`src/soc_pkg.sv`:
```
// --------------------------------------------------------------------------
// SoC harness bus widths and address map
// --------------------------------------------------------------------------

package soc_pkg;

  // Bus widths
  localparam int unsigned AddrWidth       = 32;
  localparam int unsigned DataWidth       = 64;
  localparam int unsigned StrbWidth       = DataWidth / 8;
  localparam int unsigned ByteOffsetWidth = $clog2(StrbWidth);

  // --------------------------------------------------------------------------
  // Address map
  // --------------------------------------------------------------------------
  localparam logic [AddrWidth-1:0] RomBase       = 32'h0000_1000;
  localparam int unsigned          RomWords      = 128;
  localparam logic [AddrWidth-1:0] RomLength     = AddrWidth'(RomWords * StrbWidth);
  localparam int unsigned          RomIndexWidth = $clog2(RomWords);

  localparam logic [AddrWidth-1:0] ClintBase      = 32'h0200_0000;
  localparam logic [AddrWidth-1:0] ClintLength    = 32'h0000_C000;
  localparam logic [AddrWidth-1:0] MtimecmpOffset = 32'h0000_4000;
  localparam logic [AddrWidth-1:0] MtimeOffset    = 32'h0000_BFF8;

  // Always answered by the error path
  localparam logic [AddrWidth-1:0] GpioBase   = 32'h4000_0000;
  localparam logic [AddrWidth-1:0] GpioLength = 32'h0000_1000;

  localparam logic [AddrWidth-1:0] SramBase       = 32'h8000_0000;
  localparam int unsigned          SramWords      = 256;
  localparam logic [AddrWidth-1:0] SramLength     = AddrWidth'(SramWords * StrbWidth);
  localparam int unsigned          SramIndexWidth = $clog2(SramWords);

  // Word index wide enough for the largest window
  localparam int unsigned IndexWidth = $clog2(ClintLength / StrbWidth);

  localparam logic [IndexWidth-1:0] MtimecmpIndex = IndexWidth'(MtimecmpOffset >> ByteOffsetWidth);
  localparam logic [IndexWidth-1:0] MtimeIndex    = IndexWidth'(MtimeOffset >> ByteOffsetWidth);

  localparam logic [DataWidth-1:0] RomSeed = 64'h9E37_79B9_7F4A_7C15;

  typedef enum logic {
    OP_READ,
    OP_WRITE
  } op_e;

  typedef enum logic [1:0] {
    TGT_ROM,
    TGT_SRAM,
    TGT_CLINT,
    TGT_ERR
  } target_e;

  // ROM word k holds the seed plus its index
  function automatic logic [DataWidth-1:0] rom_word(input int unsigned k);
    return RomSeed + DataWidth'(k);
  endfunction

  // Replace the bytes of a word whose enable is set
  function automatic logic [DataWidth-1:0] merge_bytes(
    input logic [DataWidth-1:0] old_data,
    input logic [DataWidth-1:0] wdata,
    input logic [StrbWidth-1:0] be
  );
    logic [DataWidth-1:0] res;
    res = old_data;
    for (int i = 0; i < StrbWidth; i++) begin
      if (be[i]) begin
        res[i*8 +: 8] = wdata[i*8 +: 8];
      end
    end
    return res;
  endfunction

endpackage

```
`src/soc_bus_if.sv`:
```
// --------------------------------------------------------------------------
// Internal request and response channels
// --------------------------------------------------------------------------

`timescale 1ns/1ps

// Decoded request, address already turned into a word index
interface soc_req_if;
  import soc_pkg::*;

  logic                  valid;
  logic                  ready;
  op_e                   op;
  target_e               target;
  logic [IndexWidth-1:0] index;
  logic [DataWidth-1:0]  wdata;
  logic [StrbWidth-1:0]  be;

  modport source (output valid, op, target, index, wdata, be, input ready);
  modport sink   (input valid, op, target, index, wdata, be, output ready);
endinterface


```
`src/bus_decode.sv`:
```
// --------------------------------------------------------------------------
// Request register and address decoder
// --------------------------------------------------------------------------

`timescale 1ns/1ps

module bus_decode (
  input  logic                           clk_i,
  input  logic                           rst_ni,
  input  logic                           req_valid_i,
  input  soc_pkg::op_e                   req_op_i,
  input  logic [soc_pkg::AddrWidth-1:0]  req_addr_i,
  input  logic [soc_pkg::DataWidth-1:0]  req_wdata_i,
  input  logic [soc_pkg::StrbWidth-1:0]  req_be_i,
  output logic                           req_ready_o,
  soc_req_if.source                      dec_o
);
  import soc_pkg::*;

  logic                  accept;
  logic                  valid_q;
  target_e               target_d;
  logic [AddrWidth-1:0]  offset_d;

  // Address map lookup with the offset relative to the matched window
  always_comb begin
    // GPIO, unmapped space and ROM writes keep the error target
    target_d = TGT_ERR;
    offset_d = '0;
    if (req_addr_i >= RomBase && req_addr_i < RomBase + RomLength) begin
      offset_d = req_addr_i - RomBase;
      target_d = (req_op_i == OP_WRITE) ? TGT_ERR : TGT_ROM;
    end else if (req_addr_i >= SramBase && req_addr_i < SramBase + SramLength) begin
      offset_d = req_addr_i - SramBase;
      target_d = TGT_SRAM;
    end else if (req_addr_i >= ClintBase && req_addr_i < ClintBase + ClintLength) begin
      offset_d = req_addr_i - ClintBase;
      target_d = TGT_CLINT;
    end
  end

  assign req_ready_o = ~valid_q | dec_o.ready;
  assign accept      = req_valid_i & req_ready_o;

  always_ff @(posedge clk_i or negedge rst_ni) begin
    if (!rst_ni) begin
      valid_q <= 1'b0;
    end else if (accept) begin
      valid_q <= 1'b1;
    end else if (dec_o.ready) begin
      valid_q <= 1'b0;
    end
  end

  always_ff @(posedge clk_i) begin
    if (accept) begin
      dec_o.op     <= req_op_i;
      dec_o.target <= target_d;
      dec_o.index  <= offset_d[ByteOffsetWidth +: IndexWidth];
      dec_o.wdata  <= req_wdata_i;
      dec_o.be     <= req_be_i;
    end
  end

  assign dec_o.valid = valid_q;

endmodule

```
`src/flat_wrapper.sv`:
```
// flat-port wrapper written by rule: the top's interface ports become plain ports
module bus_decode_flat import soc_pkg::*;
  (clk_i, rst_ni, req_valid_i, req_op_i, req_addr_i, req_wdata_i, req_be_i, req_ready_o, dec_o_valid, dec_o_op, dec_o_target, dec_o_index, dec_o_wdata, dec_o_be, dec_o_ready);
  soc_req_if dec_o_i ();
  input  logic clk_i;
  input  logic rst_ni;
  input  logic req_valid_i;
  input  soc_pkg::op_e req_op_i;
  input  logic [soc_pkg::AddrWidth-1:0] req_addr_i;
  input  logic [soc_pkg::DataWidth-1:0] req_wdata_i;
  input  logic [soc_pkg::StrbWidth-1:0] req_be_i;
  output logic req_ready_o;
  output wire logic [$bits(dec_o_i.valid)-1:0] dec_o_valid;
  output wire logic [$bits(dec_o_i.op)-1:0] dec_o_op;
  output wire logic [$bits(dec_o_i.target)-1:0] dec_o_target;
  output wire logic [$bits(dec_o_i.index)-1:0] dec_o_index;
  output wire logic [$bits(dec_o_i.wdata)-1:0] dec_o_wdata;
  output wire logic [$bits(dec_o_i.be)-1:0] dec_o_be;
  input wire logic [$bits(dec_o_i.ready)-1:0] dec_o_ready;
  assign dec_o_valid = dec_o_i.valid;
  assign dec_o_op = dec_o_i.op;
  assign dec_o_target = dec_o_i.target;
  assign dec_o_index = dec_o_i.index;
  assign dec_o_wdata = dec_o_i.wdata;
  assign dec_o_be = dec_o_i.be;
  assign dec_o_i.ready = dec_o_ready;
  bus_decode u_core (.clk_i(clk_i), .rst_ni(rst_ni), .req_valid_i(req_valid_i), .req_op_i(req_op_i), .req_addr_i(req_addr_i), .req_wdata_i(req_wdata_i), .req_be_i(req_be_i), .req_ready_o(req_ready_o), .dec_o(dec_o_i));
endmodule
```
`config.mk`:
```
export PLATFORM = sky130hd
export DESIGN_NAME = bus_decode_flat
export DESIGN_NICKNAME = d
export VERILOG_FILES = /design/src/soc_pkg.sv /design/src/soc_bus_if.sv /design/src/bus_decode.sv /design/src/flat_wrapper.sv
export SDC_FILE = /design/constraint.sdc
export NUM_CORES = 1
export LEC_CHECK = 0
export BUFFER_PORTS_ARGS = -buffer_cell sky130_fd_sc_hd__clkbuf_2
export CAP_MARGIN = 10
export CORE_MARGIN = 4
export CORE_UTILIZATION = 45
export DETAILED_ROUTE_END_ITERATION = 6
export MAX_ROUTING_LAYER = met4
export PLACE_DENSITY = 0.85
export SLEW_MARGIN = 20
export SYNTH_ARGS = -nofsm -noshare
export SYNTH_HDL_FRONTEND = slang
export SYNTH_SLANG_ARGS = --single-unit
```
`constraint.sdc`:
```
create_clock -name clk_i -period 5.4 [get_ports clk_i]
set_clock_uncertainty 0.1 [all_clocks]
set_input_delay 0.54 -clock clk_i [delete_from_list [all_inputs] [get_ports clk_i]]
set_output_delay 0.54 -clock clk_i [all_outputs]
set_load 0.02 [all_outputs]
```
==> impl_metrics.ini <==
[setup_path]
timing.rr.end = u_core.dec_o.wdata[23]
worstPathRequired_ns = 5.49
r2r-start = u_core.dec_o.valid
rrSetupSlack_ns = 3.70
worstSetupEndpointType = register
worstPathMaxFanout = 12
cp.arrival_ns = 2.09
crit_type = in2reg
startpoint_type = input port
reg2reg_depth = 3
cp-startpoint = req_addr_i[13]

[floorplanning]
die_x_um = 90.39
die_y_um = 90.39
initial_utilization = 0.4729
ioPinCount = 199
core_area_um2 = 6459
rows = 29
die_area_um2 = 8169

[logic_synthesis]
synth_area_leaders = edfxtp_1 87%, a21boi_2 2.6%, dfrtp_1 0.82%, ha_1 0.82%, nor4_2 0.82%
synthMuxAreaShare = 0.007374
syn_avg_cell_area_um2 = 22.13
synthCells = 138
synth_compound_area_frac = 0.05694
synth_fp_nets = 249
netlist_area_um2 = 3054
synth_top_cell_area_share = 0.8652
ys_types = 27
yosysSeqAreaShare = 0.8734
synth_top_family_by_area = compound AO/OA/AOI/OAI gates
synth_seq_cells = 89
yosys_warnings = 0
synthAdderAreaFrac = 0.008193
post_synth_and_or_nand_nor_area_fraction = 0.04261
synth_xor_area_frac = 0
yosysTopAreaCell = edfxtp_1

[sta]
hold_viol_final = 0
finalSetupViolations = 0
slew_viol_final = 0
timing.slew.headroom = 0.6173
fin_setup_tns_ns = 0
grt_setup_unrepaired = no
fin_crit_sh = 0.3714
worst_pin_slew_ns = 0.5741
period_minus_slack_ns = 2.006
fmax_mhz = 498.6

[placed_design]
hpwlAfterDp_um = 5730
port-buffer-count = 198
place.gp.congestion = 0.7906

[global_route]
grt_pass1_vias = 2121
antenna_found_initial = 0
grt_max_degree = 89
grt_usage = 0.1857
grt_pass1_wl_um = 11200
grt_overflow = 0

[drt]
drc = 0
ant_nets = 0
routed_via_density = 4.795
drt_iter0_markers = 77
wirelength_um = 7261
dr.pass1.iters = 4
num_vias = 2057
avgRoutedWirePerCell_um = 16.93

[power]
total_leakage_power_nw = 1.907
powerDensity_nw_per_um2 = 330.8
design_power_total_w = 0.001450
irDropWorstVdd_v = 0.0001636

[min_path]
hp-class = in2reg
min_path_cells = 1
min_to = u_core.dec_o.wdata[11]
hp-start = req_wdata_i[11]

[clocking]
ctsLongestPathBuffers = 2
cts-resized-gates = 0
numCtsBuffers = 9
cts_num_sinks = 89
clk_latency_ns = 0.34
clockRootBuffer = clkbuf_8
cts_tree = done
htreeDepth = 3
post_cts_buffers = 0
path_clk_slew_ns = 0.09

[cells_and_area]
nFillCells = 484
syn2layout_area_growth_pct = 43.55
nets = 458
antenna_cells = 0
final_cell_mix = 198 x clkbuf_2, 88 x edfxtp_1, 9 x clkbuf_8, 7 x a21boi_2, 5 x inv_1
mostFrequentLayoutCell = clkbuf_2
drive_gt1_frac = 0.6477

[outcome]
status = finished, final reports clean

[job]
drv_cap = 0
==> how the worst max path moves through the flow <==
stage | end | slack, ns
global placement | u_core.dec_o.index[8] | 3.12
finish | u_core.dec_o.index[8] | 3.39
floorplan | u_core.dec_o.be[0] | 1.96
detailed placement | u_core.dec_o.index[0] | 3.01
CTS | u_core.dec_o.index[0] | 3.40
global route | u_core.dec_o.index[8] | 3.18
==> worst max-delay path: stages <==
cell	delay [ns]
clkbuf_2	0.09
inv_1	0.11
ha_1	0.17
nor4b_1	0.22
nand3_1	0.16
a211o_1	0.55
a21boi_0	0.25
==> cell usage after synthesis <==
| master | n |
|---|---|
| mux2i_4 | 1 |
| nand3_1 | 2 |
| buf_6 | 1 |
| and2_1 | 1 |
| nor2_1 | 3 |
| nand2_1 | 2 |
| nand2b_1 | 2 |
| a21boi_0 | 2 |
| a21o_1 | 1 |
| inv_1 | 5 |
| a22o_1 | 1 |
| nor3_1 | 4 |
| nor4bb_1 | 1 |
| o22ai_2 | 2 |
| buf_2 | 1 |
| dfrtp_1 | 1 |
| nor4b_1 | 1 |
| nor4_1 | 1 |
| edfxtp_1 | 88 |
| a21oi_1 | 2 |
| nor4_2 | 2 |
| a21boi_2 | 7 |
| o21ai_0 | 1 |
| ha_1 | 2 |
| a211o_1 | 1 |
| a211oi_1 | 2 |
| nand4_2 | 1 |
==> layout make-up <==
| class | count | area [um2] | share of cell area |
|---|---|---|---|
| clock buffer | 10 | 127.6 | 0.02911 |
| inverter | 5 | 18.77 | 0.004281 |
| sequential | 89 | 2668 | 0.6084 |
| multi-input combinational | 42 | 354.1 | 0.08077 |
| tap | 77 | 96.34 | 0.02197 |
| timing repair buffer | 200 | 1028 | 0.2346 |
| clock inverter | 6 | 91.34 | 0.02083 |
==> power breakdown <==
group	internal [W]	leakage, nW	switching, W
sequential	0.000800	0.852	0.00000920
clock	0.000262	0.0991	0.000229
combinational	0.0000573	0.956	0.0000920
total	0.00112	1.91	0.000331
==> logic make-up (layout without fill, tap and decap cells) <==
logic type / after synthesis / in the layout
flops: 89 / 89
simple gates: 20 / 20
compound gates: 19 / 19
buf+inv: 7 / 221
fa+ha+maj: 2 / 2
mux: 1 / 1
==> registers in the layout, indices dropped and copies added, names as in the netlist <==
signal,cells
u_core.dec_o.be,8
u_core.dec_o.index,13
u_core.dec_o.op,1
u_core.dec_o.target,2
u_core.dec_o.valid,1
u_core.dec_o.wdata,64
==> metal layers <==
layer / routed length (um) / global-route usage
met5: 0 / -
met4: 116 / 0.06760
met3: 650 / 0.06500
met2: 4060 / 0.3398
met1: 2433 / 0.1800
==> metrics by stage <==
stage / area [um2] / cells / hold slack [ns] / utilization / setup slack (ns)
floorplan: 3054 / 138 / 0.1444 / - / 1.958
global placement: 4128 / 411 / 0.2154 / 0.6391 / 3.123
detailed placement: 4128 / 411 / 0.2214 / 0.6391 / 3.008
CTS: 4357 / 428 / 0.2497 / 0.6745 / 3.402
global route: 4384 / 429 / 0.2309 / 0.6788 / 3.184
finish: 4384 / 429 / 0.2649 / 0.6788 / 3.394
==> repair_timing <==
action,CTS,global route
endpoints found under the hold margin,1,0
hold buffers,1,0
endpoints found under the setup margin,0,0
(Power assumes the default switching activity.)
