<file path="src/soc_pkg.sv">
// --------------------------------------------------------------------------
// SoC harness bus widths and address map
// --------------------------------------------------------------------------

package soc_pkg;

  // Bus widths
  localparam int unsigned AddrWidth       = 32;
  localparam int unsigned DataWidth       = 64;
  localparam int unsigned StrbWidth       = DataWidth / 8;
  localparam int unsigned ByteOffsetWidth = $clog2(StrbWidth);

  // --------------------------------------------------------------------------
  // Address map
  // --------------------------------------------------------------------------
  localparam logic [AddrWidth-1:0] RomBase       = 32'h0000_1000;
  localparam int unsigned          RomWords      = 128;
  localparam logic [AddrWidth-1:0] RomLength     = AddrWidth'(RomWords * StrbWidth);
  localparam int unsigned          RomIndexWidth = $clog2(RomWords);

  localparam logic [AddrWidth-1:0] ClintBase      = 32'h0200_0000;
  localparam logic [AddrWidth-1:0] ClintLength    = 32'h0000_C000;
  localparam logic [AddrWidth-1:0] MtimecmpOffset = 32'h0000_4000;
  localparam logic [AddrWidth-1:0] MtimeOffset    = 32'h0000_BFF8;

  // Always answered by the error path
  localparam logic [AddrWidth-1:0] GpioBase   = 32'h4000_0000;
  localparam logic [AddrWidth-1:0] GpioLength = 32'h0000_1000;

  localparam logic [AddrWidth-1:0] SramBase       = 32'h8000_0000;
  localparam int unsigned          SramWords      = 256;
  localparam logic [AddrWidth-1:0] SramLength     = AddrWidth'(SramWords * StrbWidth);
  localparam int unsigned          SramIndexWidth = $clog2(SramWords);

  // Word index wide enough for the largest window
  localparam int unsigned IndexWidth = $clog2(ClintLength / StrbWidth);

  localparam logic [IndexWidth-1:0] MtimecmpIndex = IndexWidth'(MtimecmpOffset >> ByteOffsetWidth);
  localparam logic [IndexWidth-1:0] MtimeIndex    = IndexWidth'(MtimeOffset >> ByteOffsetWidth);

  localparam logic [DataWidth-1:0] RomSeed = 64'h9E37_79B9_7F4A_7C15;

  typedef enum logic {
    OP_READ,
    OP_WRITE
  } op_e;

  typedef enum logic [1:0] {
    TGT_ROM,
    TGT_SRAM,
    TGT_CLINT,
    TGT_ERR
  } target_e;

  // ROM word k holds the seed plus its index
  function automatic logic [DataWidth-1:0] rom_word(input int unsigned k);
    return RomSeed + DataWidth'(k);
  endfunction

  // Replace the bytes of a word whose enable is set
  function automatic logic [DataWidth-1:0] merge_bytes(
    input logic [DataWidth-1:0] old_data,
    input logic [DataWidth-1:0] wdata,
    input logic [StrbWidth-1:0] be
  );
    logic [DataWidth-1:0] res;
    res = old_data;
    for (int i = 0; i < StrbWidth; i++) begin
      if (be[i]) begin
        res[i*8 +: 8] = wdata[i*8 +: 8];
      end
    end
    return res;
  endfunction

endpackage

</file>
<file path="src/soc_bus_if.sv">


interface soc_rsp_if;
  import soc_pkg::*;

  logic                 valid;
  logic                 ready;
  logic [DataWidth-1:0] rdata;
  logic                 err;

  modport source (output valid, rdata, err, input ready);
  modport sink   (input valid, rdata, err, output ready);
endinterface

</file>
<file path="src/bus_result.sv">
// --------------------------------------------------------------------------
// Two-entry response FIFO
// --------------------------------------------------------------------------

`timescale 1ns/1ps

module bus_result (
  input  logic                          clk_i,
  input  logic                          rst_ni,
  soc_rsp_if.sink                       exe_i,
  input  logic                          rsp_ready_i,
  output logic                          rsp_valid_o,
  output logic [soc_pkg::DataWidth-1:0] rsp_rdata_o,
  output logic                          rsp_err_o
);
  import soc_pkg::*;

  logic [DataWidth-1:0] rdata_q [2];
  logic [1:0]           err_q;
  logic                 wr_ptr_q;
  logic                 rd_ptr_q;
  logic [1:0]           count_q;
  logic                 push;
  logic                 pop;

  // Ready comes from the fill level only
  assign exe_i.ready = (count_q != 2'd2);
  assign rsp_valid_o = (count_q != 2'd0);
  assign push        = exe_i.valid & exe_i.ready;
  assign pop         = rsp_valid_o & rsp_ready_i;

  assign rsp_rdata_o = rdata_q[rd_ptr_q];
  assign rsp_err_o   = err_q[rd_ptr_q];

  always_ff @(posedge clk_i or negedge rst_ni) begin
    if (!rst_ni) begin
      wr_ptr_q <= 1'b0;
      rd_ptr_q <= 1'b0;
      count_q  <= 2'd0;
    end else begin
      if (push) begin
        wr_ptr_q <= ~wr_ptr_q;
      end
      if (pop) begin
        rd_ptr_q <= ~rd_ptr_q;
      end
      case ({push, pop})
        2'b10:   count_q <= count_q + 2'd1;
        2'b01:   count_q <= count_q - 2'd1;
        default: count_q <= count_q;
      endcase
    end
  end

  always_ff @(posedge clk_i) begin
    if (push) begin
      rdata_q[wr_ptr_q] <= exe_i.rdata;
      err_q[wr_ptr_q]   <= exe_i.err;
    end
  end

endmodule

</file>
<file path="src/flat_wrapper.sv">
// flat-port wrapper written by rule: the top's interface ports become plain ports
module bus_result_flat import soc_pkg::*;
  (clk_i, rst_ni, rsp_ready_i, rsp_valid_o, rsp_rdata_o, rsp_err_o, exe_i_valid, exe_i_rdata, exe_i_err, exe_i_ready);
  soc_rsp_if exe_i_i ();
  input  logic clk_i;
  input  logic rst_ni;
  input  logic rsp_ready_i;
  output logic rsp_valid_o;
  output logic [soc_pkg::DataWidth-1:0] rsp_rdata_o;
  output logic rsp_err_o;
  input wire logic [$bits(exe_i_i.valid)-1:0] exe_i_valid;
  input wire logic [$bits(exe_i_i.rdata)-1:0] exe_i_rdata;
  input wire logic [$bits(exe_i_i.err)-1:0] exe_i_err;
  output wire logic [$bits(exe_i_i.ready)-1:0] exe_i_ready;
  assign exe_i_i.valid = exe_i_valid;
  assign exe_i_i.rdata = exe_i_rdata;
  assign exe_i_i.err = exe_i_err;
  assign exe_i_ready = exe_i_i.ready;
  bus_result u_core (.clk_i(clk_i), .rst_ni(rst_ni), .exe_i(exe_i_i), .rsp_ready_i(rsp_ready_i), .rsp_valid_o(rsp_valid_o), .rsp_rdata_o(rsp_rdata_o), .rsp_err_o(rsp_err_o));
endmodule
</file>
<file path="config.mk">
export PLATFORM = sky130hd
export DESIGN_NAME = bus_result_flat
export DESIGN_NICKNAME = d
export VERILOG_FILES = /design/src/soc_pkg.sv /design/src/soc_bus_if.sv /design/src/bus_result.sv /design/src/flat_wrapper.sv
export SDC_FILE = /design/constraint.sdc
export NUM_CORES = 1
export LEC_CHECK = 0
export CAP_MARGIN = 20
export CORE_ASPECT_RATIO = 0.9
export CORE_MARGIN = 2
export CORE_UTILIZATION = 59
export CTS_CLUSTER_SIZE = 20
export DETAILED_ROUTE_END_ITERATION = 16
export DONT_BUFFER_PORTS = 1
export GPL_ROUTABILITY_DRIVEN = 0
export PLACE_DENSITY_LB_ADDON = 0.08
export SYNTH_ARGS = -nofsm -noshare
export SYNTH_HDL_FRONTEND = slang
export SYNTH_SLANG_ARGS = --single-unit
</file>
<file path="constraint.sdc">
create_clock -name clk_i -period 8.88 [get_ports clk_i]
set_input_delay 2.664 -clock clk_i [delete_from_list [all_inputs] [get_ports clk_i]]
set_output_delay 2.664 -clock clk_i [all_outputs]
set_load 0.005 [all_outputs]
</file>
==> insert_results.sql, run 1 <==
INSERT INTO impl_metrics (metric_group, metric, value, unit) VALUES
('synthesis', 'area_fraction_of_the_dominant_cell_type_after_synthesis', '0.773', ''),
('min_path', 'hp-class', 'flop to flop', ''),
('grt', 'grt_max_degree', '67', ''),
('detailed_routing', 'post-route-drc-count', '0', ''),
('clock_network', 'max-clock-path-buffers', '2', ''),
('detailed_routing', 'drtAntennaViolNets', '0', ''),
('clock_network', 'ctsHoldBuffers', '0', ''),
('timing', 'slew_headroom', '0.307', ''),
('placement', 'numPortBuffers', '0', ''),
('setup_path', 'critical-path-top-delay-family', 'flip-flops', ''),
('synthesis', 'yosysWarningCount', '0', ''),
('layout', 'final_util', '0.706', ''),
('timing', 'setup_violations', '0', ''),
('layout', 'fin_nets', '303', ''),
('detailed_routing', 'avgViaCountPerCell', '5.46', ''),
('placement', 'setup_slack_at_placement', '4.43', 'ns'),
('grt', 'all_layer_global_routing_usage', '0.170', ''),
('timing', 'final_worst_slack', '4.13', 'ns'),
('timing', 'tightest_slew', '1.04', 'ns'),
('floorplan', 'fp.dieW', '101', 'µm'),
('clock_network', 'cts-htree-levels', '4', ''),
('placement', 'placedCellCount', '329', ''),
('setup_path', 'path_cells', 'mux2_2', ''),
('timing', 'totalNegativeSetupSlack', '0', 'ns'),
('clock_network', 'tritoncts', 'yes', ''),
('synthesis', 'netlist_area', '5050', 'µm²'),
('clock_network', 'post_cts.resized_instances', '0', ''),
('clock_network', 'insertion_delay', '0.50', 'ns'),
('setup_path', 'crit_required', '6.22', 'ns'),
('grt', 'vias_in_the_first_global_route', '2108', ''),
('clock_network', 'root_buffer_cell', 'clkbuf_8', ''),
('setup_path', 'crit_fanout', '66', ''),
('setup_path', 'critical_path.startpoint_type', 'flop', ''),
('floorplan', 'design.portCount', '136', ''),
('run_status', 'status', 'finished clean', ''),
('power_and_ir_drop', 'p_leak', '2.03', 'nW'),
('synthesis', 'post_synth_edffs', '130', ''),
('setup_path', 'timing.critical_path.slowest_cell_delay', '1.12', 'ns'),
('placement', 'placement.cell_area', '5150', 'µm²'),
('setup_path', 'timing.critical_path.slowest_stage_cell', 'dfrtp_4', ''),
('timing', 'post-route-min-period', '4.75', 'ns'),
('timing', 'drv_slew', '0', ''),
('layout', 'drive_gt1_frac', '0.398', ''),
('floorplan', 'chipHeight', '91.7', 'µm'),
('grt', 'number_of_antenna_violations_at_the_first_check_in_global_routing', '0', ''),
('synthesis', 'synth-async-reset-ratio', '0.0299', ''),
('floorplan', 'initial_utilization', '0.617', ''),
('layout', 'post_layout_nonfiller_instances', '361', ''),
('power_and_ir_drop', 'vdd_ir_drop_max', '0.000282', 'V'),
('layout', 'synthToLayoutAreaGrowth', '14.5', '%'),
('timing', 'fin_crit_sh', '0.535', ''),
('detailed_routing', 'postRouteWirelength', '7.65', 'mm'),
('synthesis', 'yosysMostFrequentCell', 'edfxtp_1', ''),
('floorplan', 'placeableCoreArea', '8180', 'µm²'),
('timing', 'timing.fmax', '210', 'MHz'),
('clock_network', 'cts-buffers-inserted', '17', ''),
('grt', 'globalRoute.totalOverflow', '0', ''),
('setup_path', 'timing.critical_path.to_type', 'output port', ''),
('floorplan', 'num_rows', '31', ''),
('synthesis', 'ys_seq_area_frac', '0.793', ''),
('flow_run', 'cap_viol_max_count', '0', ''),
('clock_network', 'postCtsSetupBuffers', '0', ''),
('placement', 'hpwl', '5.00', 'mm'),
('timing', 'rsz0062_at_grt', 'no', ''),
('floorplan', 'die_outline_area', '9310', 'µm²'),
('timing', 'timing.final.hold_violations', '0', ''),
('synthesis', 'yosysUniqueCellTypes', '15', ''),
('synthesis', 'syn-mean-instance-area', '23.0', 'µm²'),
('grt', 'global_route_wire_length_before_repair', '11.2', 'mm'),
('clock_network', 'clock-sinks', '134', ''),
('power_and_ir_drop', 'total_power_of_the_final_layout', '2.09', 'mW');
==> cell usage in the layout (no fill, tap or decap), types with 2 or more instances in the layout <==
cell type / instances
mux2_4: 40
clkbuf_1: 2
xnor2_1: 3
edfxtp_1: 130
clkinv_4: 3
mux2_2: 25
bufinv_16: 5
xor2_1: 2
dfrtp_1: 3
buf_4: 2
clkinv_1: 3
clkbuf_16: 16
==> layer usage <==
metal / GRT usage / vias up / part of all wire
li1: - / 893 / -
met3: 0.123 / 11 / 0.13
met4: 0.0687 / 0 / 0.012
met1: 0.174 / 971 / 0.36
met5: 0 / - / 0
met2: 0.265 / 97 / 0.50
==> cell type report <==
cell class | instances | area (µm²) | share of cell area
Multi-Input combinational cell | 78 | 986 | 0.171
Timing Repair Buffer | 2 | 15.0 | 0.00260
Tap cell | 115 | 144 | 0.0249
Clock inverter | 13 | 204 | 0.0353
Clock buffer | 19 | 422 | 0.0730
Sequential cell | 134 | 4010 | 0.694
==> final timing paths <==
| check | slack [ns] | startpoint | endpoint | cells after the start |
|---|---|---|---|---|
| max | 4.13 | u_core.rd_ptr_q$_DFFE_PN0P_ | rsp_rdata_o[42] | 1 |
| min | 0.51 | u_core.count_q[1]$_DFFE_PN0P_ | u_core.count_q[1]$_DFFE_PN0P_ | 1 |
| max reg2reg | 6.44 | u_core.count_q[0]$_DFFE_PN0P_ | u_core.rdata_q[0][16]$_DFFE_PP_ | 4 |
| min reg2reg | 0.51 | u_core.count_q[1]$_DFFE_PN0P_ | u_core.count_q[1]$_DFFE_PN0P_ | 1 |
| max in group asynchronous | 6.95 | rst_ni | u_core.rd_ptr_q$_DFFE_PN0P_ | 0 |
| min in group asynchronous | 1.85 | rst_ni | u_core.rd_ptr_q$_DFFE_PN0P_ | 0 |
==> state kept, by name, summed over array words and instances (netlist names) <==
| signal | cells |
|---|---|
| u_core.count_q | 2 |
| u_core.rdata_q | 128 |
| u_core.rd_ptr_q | 1 |
| u_core.wr_ptr_q | 1 |
| u_core.err_q | 2 |
==> power breakdown <==
part | internal [mW] | switching (mW)
combinational | 0.221 | 0.171
sequential | 0.868 | 0.108
clock | 0.483 | 0.239
total | 1.57 | 0.518
==> cell families after synthesis <==
group,Yosys count,synth area share
flops,134,0.793
mux,65,0.175
buf+inv,7,0.0131
fa+ha+maj,1,0.00248
xor+xnor,5,0.00868
simple gates,7,0.00769
Note: power is estimated with default switching activity, not from simulation.
==> run 2: changes to the inputs <==
Clock period 8.88 ns to 4.6 ns, I/O delays scaled along.
==> run 2 against run 1 <==
Effect of this change: power up 90%; first-iteration DRC count shrank 56%; global-route usage is 0.32 points higher; via count shrank 0.20%; combinational power increased by 92%; largest power group unchanged.
==> insert_results.sql, run 2 (same netlist as run 1, synthesis figures left out) <==
INSERT INTO impl_metrics (metric_group, metric, value, unit) VALUES
('grt', 'use_met3', '0.101', ''),
('flow_run', 'cap_viol_max_count', '0', ''),
('timing', 'post-route-min-period', '3.48', 'ns'),
('min_path', 'timing.hold.worst_path_depth', '1', ''),
('placement', 'hpwl', '5.09', 'mm'),
('grt', 'groute.layer.met1.usage', '0.181', ''),
('timing', 'timing.final.hold_violations', '0', ''),
('power_and_ir_drop', 'p_leak', '2.02', 'nW'),
('clock_network', 'post_cts.resized_instances', '0', ''),
('floorplan', 'fp.dieW', '101', 'µm'),
('min_path', 'hp-class', 'flop to flop', ''),
('placement', 'numPortBuffers', '0', ''),
('setup_path', 'timing.critical_path.slowest_cell_delay', '1.13', 'ns'),
('clock_network', 'tritoncts', 'yes', ''),
('layout', 'synthToLayoutAreaGrowth', '14.0', '%'),
('detailed_routing', 'avgRoutedWirePerCell', '21.4', 'µm'),
('setup_path', 'crit_cells', '1', ''),
('timing', 'fin_crit_sh', '0.756', ''),
('layout', 'nFillCells', '476', ''),
('setup_path', 'critical-path-top-delay-family', 'flip-flops', ''),
('power_and_ir_drop', 'power_frac_comb', '0.189', ''),
('clock_network', 'postCtsSetupBuffers', '0', ''),
('clock_network', 'ctsHoldBuffers', '0', ''),
('detailed_routing', 'drtAntennaViolNets', '0', ''),
('detailed_routing', 'drt-pass1-iter-count', '4', ''),
('layout', 'mostFrequentLayoutCell', 'edfxtp_1', ''),
('floorplan', 'initial_utilization', '0.617', ''),
('layout', 'most-common-layout-cells', 'edfxtp_1, mux2_4, mux2_2', ''),
('detailed_routing', 'postRouteWirelength', '7.74', 'mm'),
('clock_network', 'root_buffer_cell', 'clkbuf_8', ''),
('layout', 'largest_register_ffs', '128', ''),
('setup_path', 'timing.rr.end', 'u_core.rdata_q[1][15]$_DFFE_PP_', ''),
('floorplan', 'chipHeight', '91.7', 'µm'),
('layout', 'biggestRegsByFlops', 'u_core.rdata_q x128, u_core.count_q x2, u_core.err_q x2', ''),
('detailed_routing', 'avgViaCountPerCell', '5.45', ''),
('floorplan', 'placeableCoreArea', '8180', 'µm²'),
('grt', 'gr-usage-met2', '0.276', ''),
('setup_path', 'r2r_slack', '2.31', 'ns'),
('grt', 'number_of_antenna_violations_at_the_first_check_in_global_routing', '0', ''),
('setup_path', 'worstReg2RegStart', 'u_core.count_q[0]$_DFFE_PN0P_', ''),
('floorplan', 'num_rows', '31', ''),
('floorplan', 'design.portCount', '136', ''),
('power_and_ir_drop', 'power.share.switching', '0.252', ''),
('power_and_ir_drop', 'switching_power', '1.00', 'mW'),
('layout', 'antenna-diode-count', '0', ''),
('clock_network', 'cts-htree-levels', '4', ''),
('timing', 'timing.fmax', '288', 'MHz'),
('layout', 'final_util', '0.703', ''),
('grt', 'grt-busiest-layer', 'met2', ''),
('power_and_ir_drop', 'share_seq_of_total_power', '0.475', ''),
('setup_path', 'r2r_cells', '3', ''),
('layout', 'top_register', 'u_core.rdata_q', ''),
('grt', 'all_layer_global_routing_usage', '0.173', ''),
('timing', 'slew_headroom', '0.297', ''),
('clock_network', 'clk_pin_slew', '0.05', 'ns'),
('grt', 'vias_in_the_first_global_route', '2179', ''),
('timing', 'rsz0062_at_grt', 'no', ''),
('setup_path', 'critical_path.startpoint_type', 'flop', ''),
('clock_network', 'max-clock-path-buffers', '2', ''),
('detailed_routing', 'post-route-drc-count', '0', ''),
('detailed_routing', 'drt-initial-drc-count', '46', ''),
('timing', 'tightest_slew', '1.05', 'ns'),
('setup_path', 'worst_ep_arrival_time', '2.10', 'ns'),
('run_status', 'status', 'finished clean', ''),
('grt', 'grt_max_degree', '67', ''),
('power_and_ir_drop', 'vdd_ir_drop_max', '0.000402', 'V'),
('timing', 'totalNegativeSetupSlack', '0', 'ns'),
('setup_path', 'path_buf_inv', '0', ''),
('power_and_ir_drop', 'pwr-share-clk', '0.336', ''),
('layout', 'fin_nets', '303', ''),
('timing', 'setup_violations', '0', ''),
('setup_path', 'crit_fanout', '66', ''),
('timing', 'fin_clk_skew', '0.00757', 'ns'),
('layout', 'drive_gt1_frac', '0.402', ''),
('setup_path', 'path_cells', 'mux2_2', ''),
('timing', 'drv_slew', '0', ''),
('detailed_routing', 'detailroute.via_count', '1968', ''),
('grt', 'global_route_wire_length_before_repair', '11.5', 'mm'),
('grt', 'globalRoute.totalOverflow', '0', ''),
('setup_path', 'critPathLaunch', 'u_core.rd_ptr_q$_DFFE_PN0P_', ''),
('setup_path', 'endpoint', 'rsp_rdata_o[58]', ''),
('clock_network', 'clock-sinks', '134', ''),
('power_and_ir_drop', 'p_int', '2.97', 'mW'),
('setup_path', 'timing.critical_path.to_type', 'output port', ''),
('clock_network', 'cts-buffers-inserted', '17', ''),
('setup_path', 'crit_required', '3.22', 'ns'),
('clock_network', 'insertion_delay', '0.51', 'ns'),
('floorplan', 'die_outline_area', '9310', 'µm²'),
('setup_path', 'critPathKind', 'flop to output port', ''),
('setup_path', 'timing.critical_path.slowest_stage_cell', 'dfrtp_4', ''),
('power_and_ir_drop', 'pwr_density_cell', '691', 'nW/µm²');
run 2: cell count changes in the layout (fill, tap and decap cells not counted):
cell        before  now
bufinv_16        5    4
clkinv_2         0    2
clkbuf_1         2    0
clkinvlp_4       1    3
clkinv_4         3    1
clkinv_1         3    4
run 2: per-layer routing:
layer | share of wire | routed length (µm) | vias up
met5 | 0 | 0 | -
met4 | 0.019 | 144 | 0
met3 | 0.12 | 943 | 13
met2 | 0.51 | 3910 | 97
met1 | 0.35 | 2740 | 968
li1 | - | - | 890
run 2: worst min path at each step:
stage	start	end	slack (ns)
floorplan	u_core.count_q[1]$_DFFE_PN0P_	u_core.count_q[1]$_DFFE_PN0P_	0.46
global placement	u_core.count_q[1]$_DFFE_PN0P_	u_core.count_q[1]$_DFFE_PN0P_	0.47
detailed placement	u_core.count_q[1]$_DFFE_PN0P_	u_core.count_q[1]$_DFFE_PN0P_	0.48
CTS	u_core.count_q[1]$_DFFE_PN0P_	u_core.count_q[1]$_DFFE_PN0P_	0.50
global route	u_core.count_q[1]$_DFFE_PN0P_	u_core.count_q[1]$_DFFE_PN0P_	0.52
finish	u_core.count_q[1]$_DFFE_PN0P_	u_core.count_q[1]$_DFFE_PN0P_	0.50
run 2: per-stage QoR:
step	hold WS, ns	setup WS, ns	power, mW	std cells	instance area (µm²)
6_report	0.497	1.12	3.97	361	5750
4_1_cts	0.496	1.07	4.03	361	5750
2_1_floorplan	0.456	1.01	2.54	219	5050
3_5_place_dp	0.483	1.55	2.69	329	5150
5_1_grt	0.522	1.00	4.15	361	5750
3_3_place_gp	0.475	1.67	2.63	329	5150
run 2: layout make-up:
| class | instances | area, µm² | area share |
|---|---|---|---|
| clock inverter | 15 | 185 | 0.0322 |
| multi-input combinational | 78 | 986 | 0.171 |
| timing repair buffer | 2 | 15.0 | 0.00261 |
| tap | 115 | 144 | 0.0250 |
| sequential | 134 | 4010 | 0.697 |
| clock buffer | 17 | 414 | 0.0720 |
run 2: power groups by stage:
stage | clock network, mW | registers (mW) | logic (mW)
6_report | 1.33 | 1.89 | 0.752
5_1_grt | 1.42 | 1.92 | 0.808
4_1_cts | 1.36 | 1.90 | 0.769
3_5_place_dp | 0 | 1.92 | 0.769
3_3_place_gp | 0 | 1.89 | 0.742
2_1_floorplan | 0 | 1.76 | 0.783
==> run 3: changes to the inputs <==
Clock period 4.6 ns to 3.45 ns, I/O delays scaled along.
==> run 3 against run 2 <==
Effect of this change: clock skew fell by 0.0037 ns; first-iteration DRC count is 85% higher; highest routed layer unchanged; sequential power increased by 25%; register-to-register slack got worse by 0.85 ns; global-route usage rose by 0.15 points; routed wire length about the same; via count up 0.56%; cell area rose by 0.22%; non-clock buffer count up 2; cell count increased by 0.28%; worst setup slack got worse by 0.55 ns.
==> insert_results.sql, run 3 (same netlist as run 1, synthesis figures left out) <==
INSERT INTO impl_metrics (metric_group, metric, value, unit) VALUES
('placement', 'numPortBuffers', '0', ''),
('timing', 'final_worst_slack', '0.576', 'ns'),
('detailed_routing', 'drt-pass1-iter-count', '4', ''),
('layout', 'post_layout_nonfiller_instances', '362', ''),
('grt', 'number_of_antenna_violations_at_the_first_check_in_global_routing', '0', ''),
('clock_network', 'ctsHoldBuffers', '0', ''),
('power_and_ir_drop', 'p_int', '3.92', 'mW'),
('clock_network', 'root_buffer_cell', 'clkbuf_8', ''),
('layout', 'fin_nets', '305', ''),
('setup_path', 'critPathKind', 'flop to output port', ''),
('min_path', 'hp-class', 'primary input to asynchronous set/reset pin', ''),
('power_and_ir_drop', 'pwr-share-clk', '0.320', ''),
('setup_path', 'r2r_cells', '4', ''),
('floorplan', 'initial_utilization', '0.617', ''),
('setup_path', 'crit_fanout', '51', ''),
('layout', 'antenna-diode-count', '0', ''),
('grt', 'global_route_wire_length_before_repair', '11.4', 'mm'),
('clock_network', 'postCtsSetupBuffers', '0', ''),
('grt', 'vias_in_the_first_global_route', '2172', ''),
('floorplan', 'chipHeight', '91.7', 'µm'),
('floorplan', 'design.portCount', '136', ''),
('floorplan', 'placeableCoreArea', '8180', 'µm²'),
('timing', 'timing.final.hold_violations', '0', ''),
('layout', 'top_register', 'u_core.rdata_q', ''),
('power_and_ir_drop', 'share_seq_of_total_power', '0.453', ''),
('setup_path', 'r2r_slack', '1.46', 'ns'),
('power_and_ir_drop', 'power_frac_comb', '0.227', ''),
('timing', 'fin_worst_hold_slack', '0.229', 'ns'),
('layout', 'final_util', '0.704', ''),
('power_and_ir_drop', 'power.share.switching', '0.252', ''),
('layout', 'most-common-layout-cells', 'edfxtp_1, mux2_4, mux2_2', ''),
('grt', 'all_layer_global_routing_usage', '0.175', ''),
('setup_path', 'timing.rr.end', 'u_core.rdata_q[0][33]$_DFFE_PP_', ''),
('placement', 'setup_slack_at_placement', '1.08', 'ns'),
('layout', 'mostFrequentLayoutCell', 'edfxtp_1', ''),
('detailed_routing', 'drt-initial-drc-count', '85', ''),
('floorplan', 'fp.dieW', '101', 'µm'),
('detailed_routing', 'post-route-drc-count', '0', ''),
('timing', 'tightest_slew', '0.582', 'ns'),
('timing', 'rsz0062_at_grt', 'no', ''),
('run_status', 'status', 'finished clean', ''),
('clock_network', 'max-clock-path-buffers', '2', ''),
('detailed_routing', 'postRouteWirelength', '7.74', 'mm'),
('clock_network', 'post_cts.resized_instances', '0', ''),
('clock_network', 'cts-htree-levels', '4', ''),
('power_and_ir_drop', 'switching_power', '1.32', 'mW'),
('grt', 'globalRoute.totalOverflow', '0', ''),
('flow_run', 'cap_viol_max_count', '0', ''),
('detailed_routing', 'drtAntennaViolNets', '0', ''),
('power_and_ir_drop', 'p_leak', '2.03', 'nW'),
('timing', 'timing.fmax', '348', 'MHz'),
('detailed_routing', 'detailroute.via_count', '1979', ''),
('timing', 'fin_clk_skew', '0.00382', 'ns'),
('grt', 'grt_max_degree', '52', ''),
('power_and_ir_drop', 'vdd_ir_drop_max', '0.000613', 'V'),
('timing', 'totalNegativeSetupSlack', '0', 'ns'),
('timing', 'fin_crit_sh', '0.833', ''),
('setup_path', 'worst_ep_arrival_time', '1.84', 'ns'),
('clock_network', 'clk_pin_slew', '0.06', 'ns'),
('setup_path', 'crit_required', '2.41', 'ns'),
('layout', 'largest_register_ffs', '128', ''),
('timing', 'post-route-min-period', '2.87', 'ns'),
('timing', 'setup_violations', '0', ''),
('layout', 'synthToLayoutAreaGrowth', '14.2', '%'),
('layout', 'biggestRegsByFlops', 'u_core.rdata_q x128, u_core.count_q x2, u_core.err_q x2', ''),
('clock_network', 'insertion_delay', '0.50', 'ns'),
('setup_path', 'critical_path.startpoint_type', 'flop', ''),
('power_and_ir_drop', 'pwr_density_cell', '909', 'nW/µm²'),
('floorplan', 'die_outline_area', '9310', 'µm²'),
('placement', 'hpwl', '5.37', 'mm'),
('floorplan', 'num_rows', '31', ''),
('timing', 'slew_headroom', '0.611', ''),
('setup_path', 'timing.critical_path.to_type', 'output port', ''),
('clock_network', 'clock-sinks', '134', ''),
('timing', 'drv_slew', '0', ''),
('layout', 'drive_gt1_frac', '0.401', ''),
('detailed_routing', 'avgRoutedWirePerCell', '21.4', 'µm'),
('setup_path', 'worstReg2RegStart', 'u_core.count_q[0]$_DFFE_PN0P_', ''),
('clock_network', 'cts-buffers-inserted', '17', ''),
('clock_network', 'tritoncts', 'yes', ''),
('placement', 'placedCellCount', '331', ''),
('detailed_routing', 'avgViaCountPerCell', '5.47', '');
-- run 3: cell types whose count changed in the layout (fill, tap and decap cells not counted) --
| cell | delta |
|---|---|
| clkinv_1 | -2 |
| clkinv_2 | +2 |
| inv_6 | -1 |
| buf_4 | -1 |
| clkbuf_1 | +3 |
| bufinv_16 | -1 |
| buf_12 | +3 |
| clkinvlp_4 | -2 |
-- run 3: critical path: stages, from the launching register on --
cell and delay, ns:
dfrtp_4 0.55, buf_12 0.36, mux2_2 0.40
-- run 3: per-layer routing --
| layer | up-vias | share of wire | track usage |
|---|---|---|---|
| li1 | 897 | - | - |
| met1 | 974 | 0.34 | 0.163 |
| met2 | 99 | 0.53 | 0.296 |
| met3 | 9 | 0.12 | 0.118 |
| met4 | 0 | 0.010 | 0.0676 |
| met5 | - | 0 | 0 |
-- run 3: power groups by stage --
stage	Combinational (mW)	Sequential [mW]	Clock, mW
finish	1.19	2.37	1.67
global route	1.27	2.40	1.80
CTS	1.22	2.38	1.71
floorplan	1.04	2.35	0
global placement	1.17	2.38	0
detailed placement	1.22	2.41	0
-- run 3: final cells by class --
| class | instances | area [µm²] |
|---|---|---|
| Fill cell | 491 | 2420 |
| Timing Repair Buffer | 4 | 67.6 |
| Multi-Input combinational cell | 78 | 986 |
| Clock buffer | 20 | 425 |
| Sequential cell | 134 | 4010 |
| Tap cell | 115 | 144 |
| Clock inverter | 11 | 134 |
-- run 3: how the worst max path moves through the flow --
stage / depth (start not counted) / startpoint / endpoint / slack (ns)
floorplan: 2 / exe_i_valid / u_core.err_q[0]$_DFFE_PP_ / 0.20
detailed placement: 2 / u_core.rd_ptr_q$_DFFE_PN0P_ / rsp_rdata_o[55] / 1.08
global route: 2 / u_core.rd_ptr_q$_DFFE_PN0P_ / rsp_rdata_o[55] / 0.49
finish: 2 / u_core.rd_ptr_q$_DFFE_PN0P_ / rsp_rdata_o[58] / 0.58
CTS: 2 / u_core.rd_ptr_q$_DFFE_PN0P_ / rsp_rdata_o[55] / 0.54
global placement: 2 / u_core.rd_ptr_q$_DFFE_PN0P_ / rsp_err_o / 1.11
-- run 3: stage by stage --
stage               cell area, µm²  total power, mW
global placement              5200             3.55
floorplan                     5050             3.39
global route                  5760             5.47
detailed placement            5200             3.63
CTS                           5760             5.30
finish                        5760             5.24
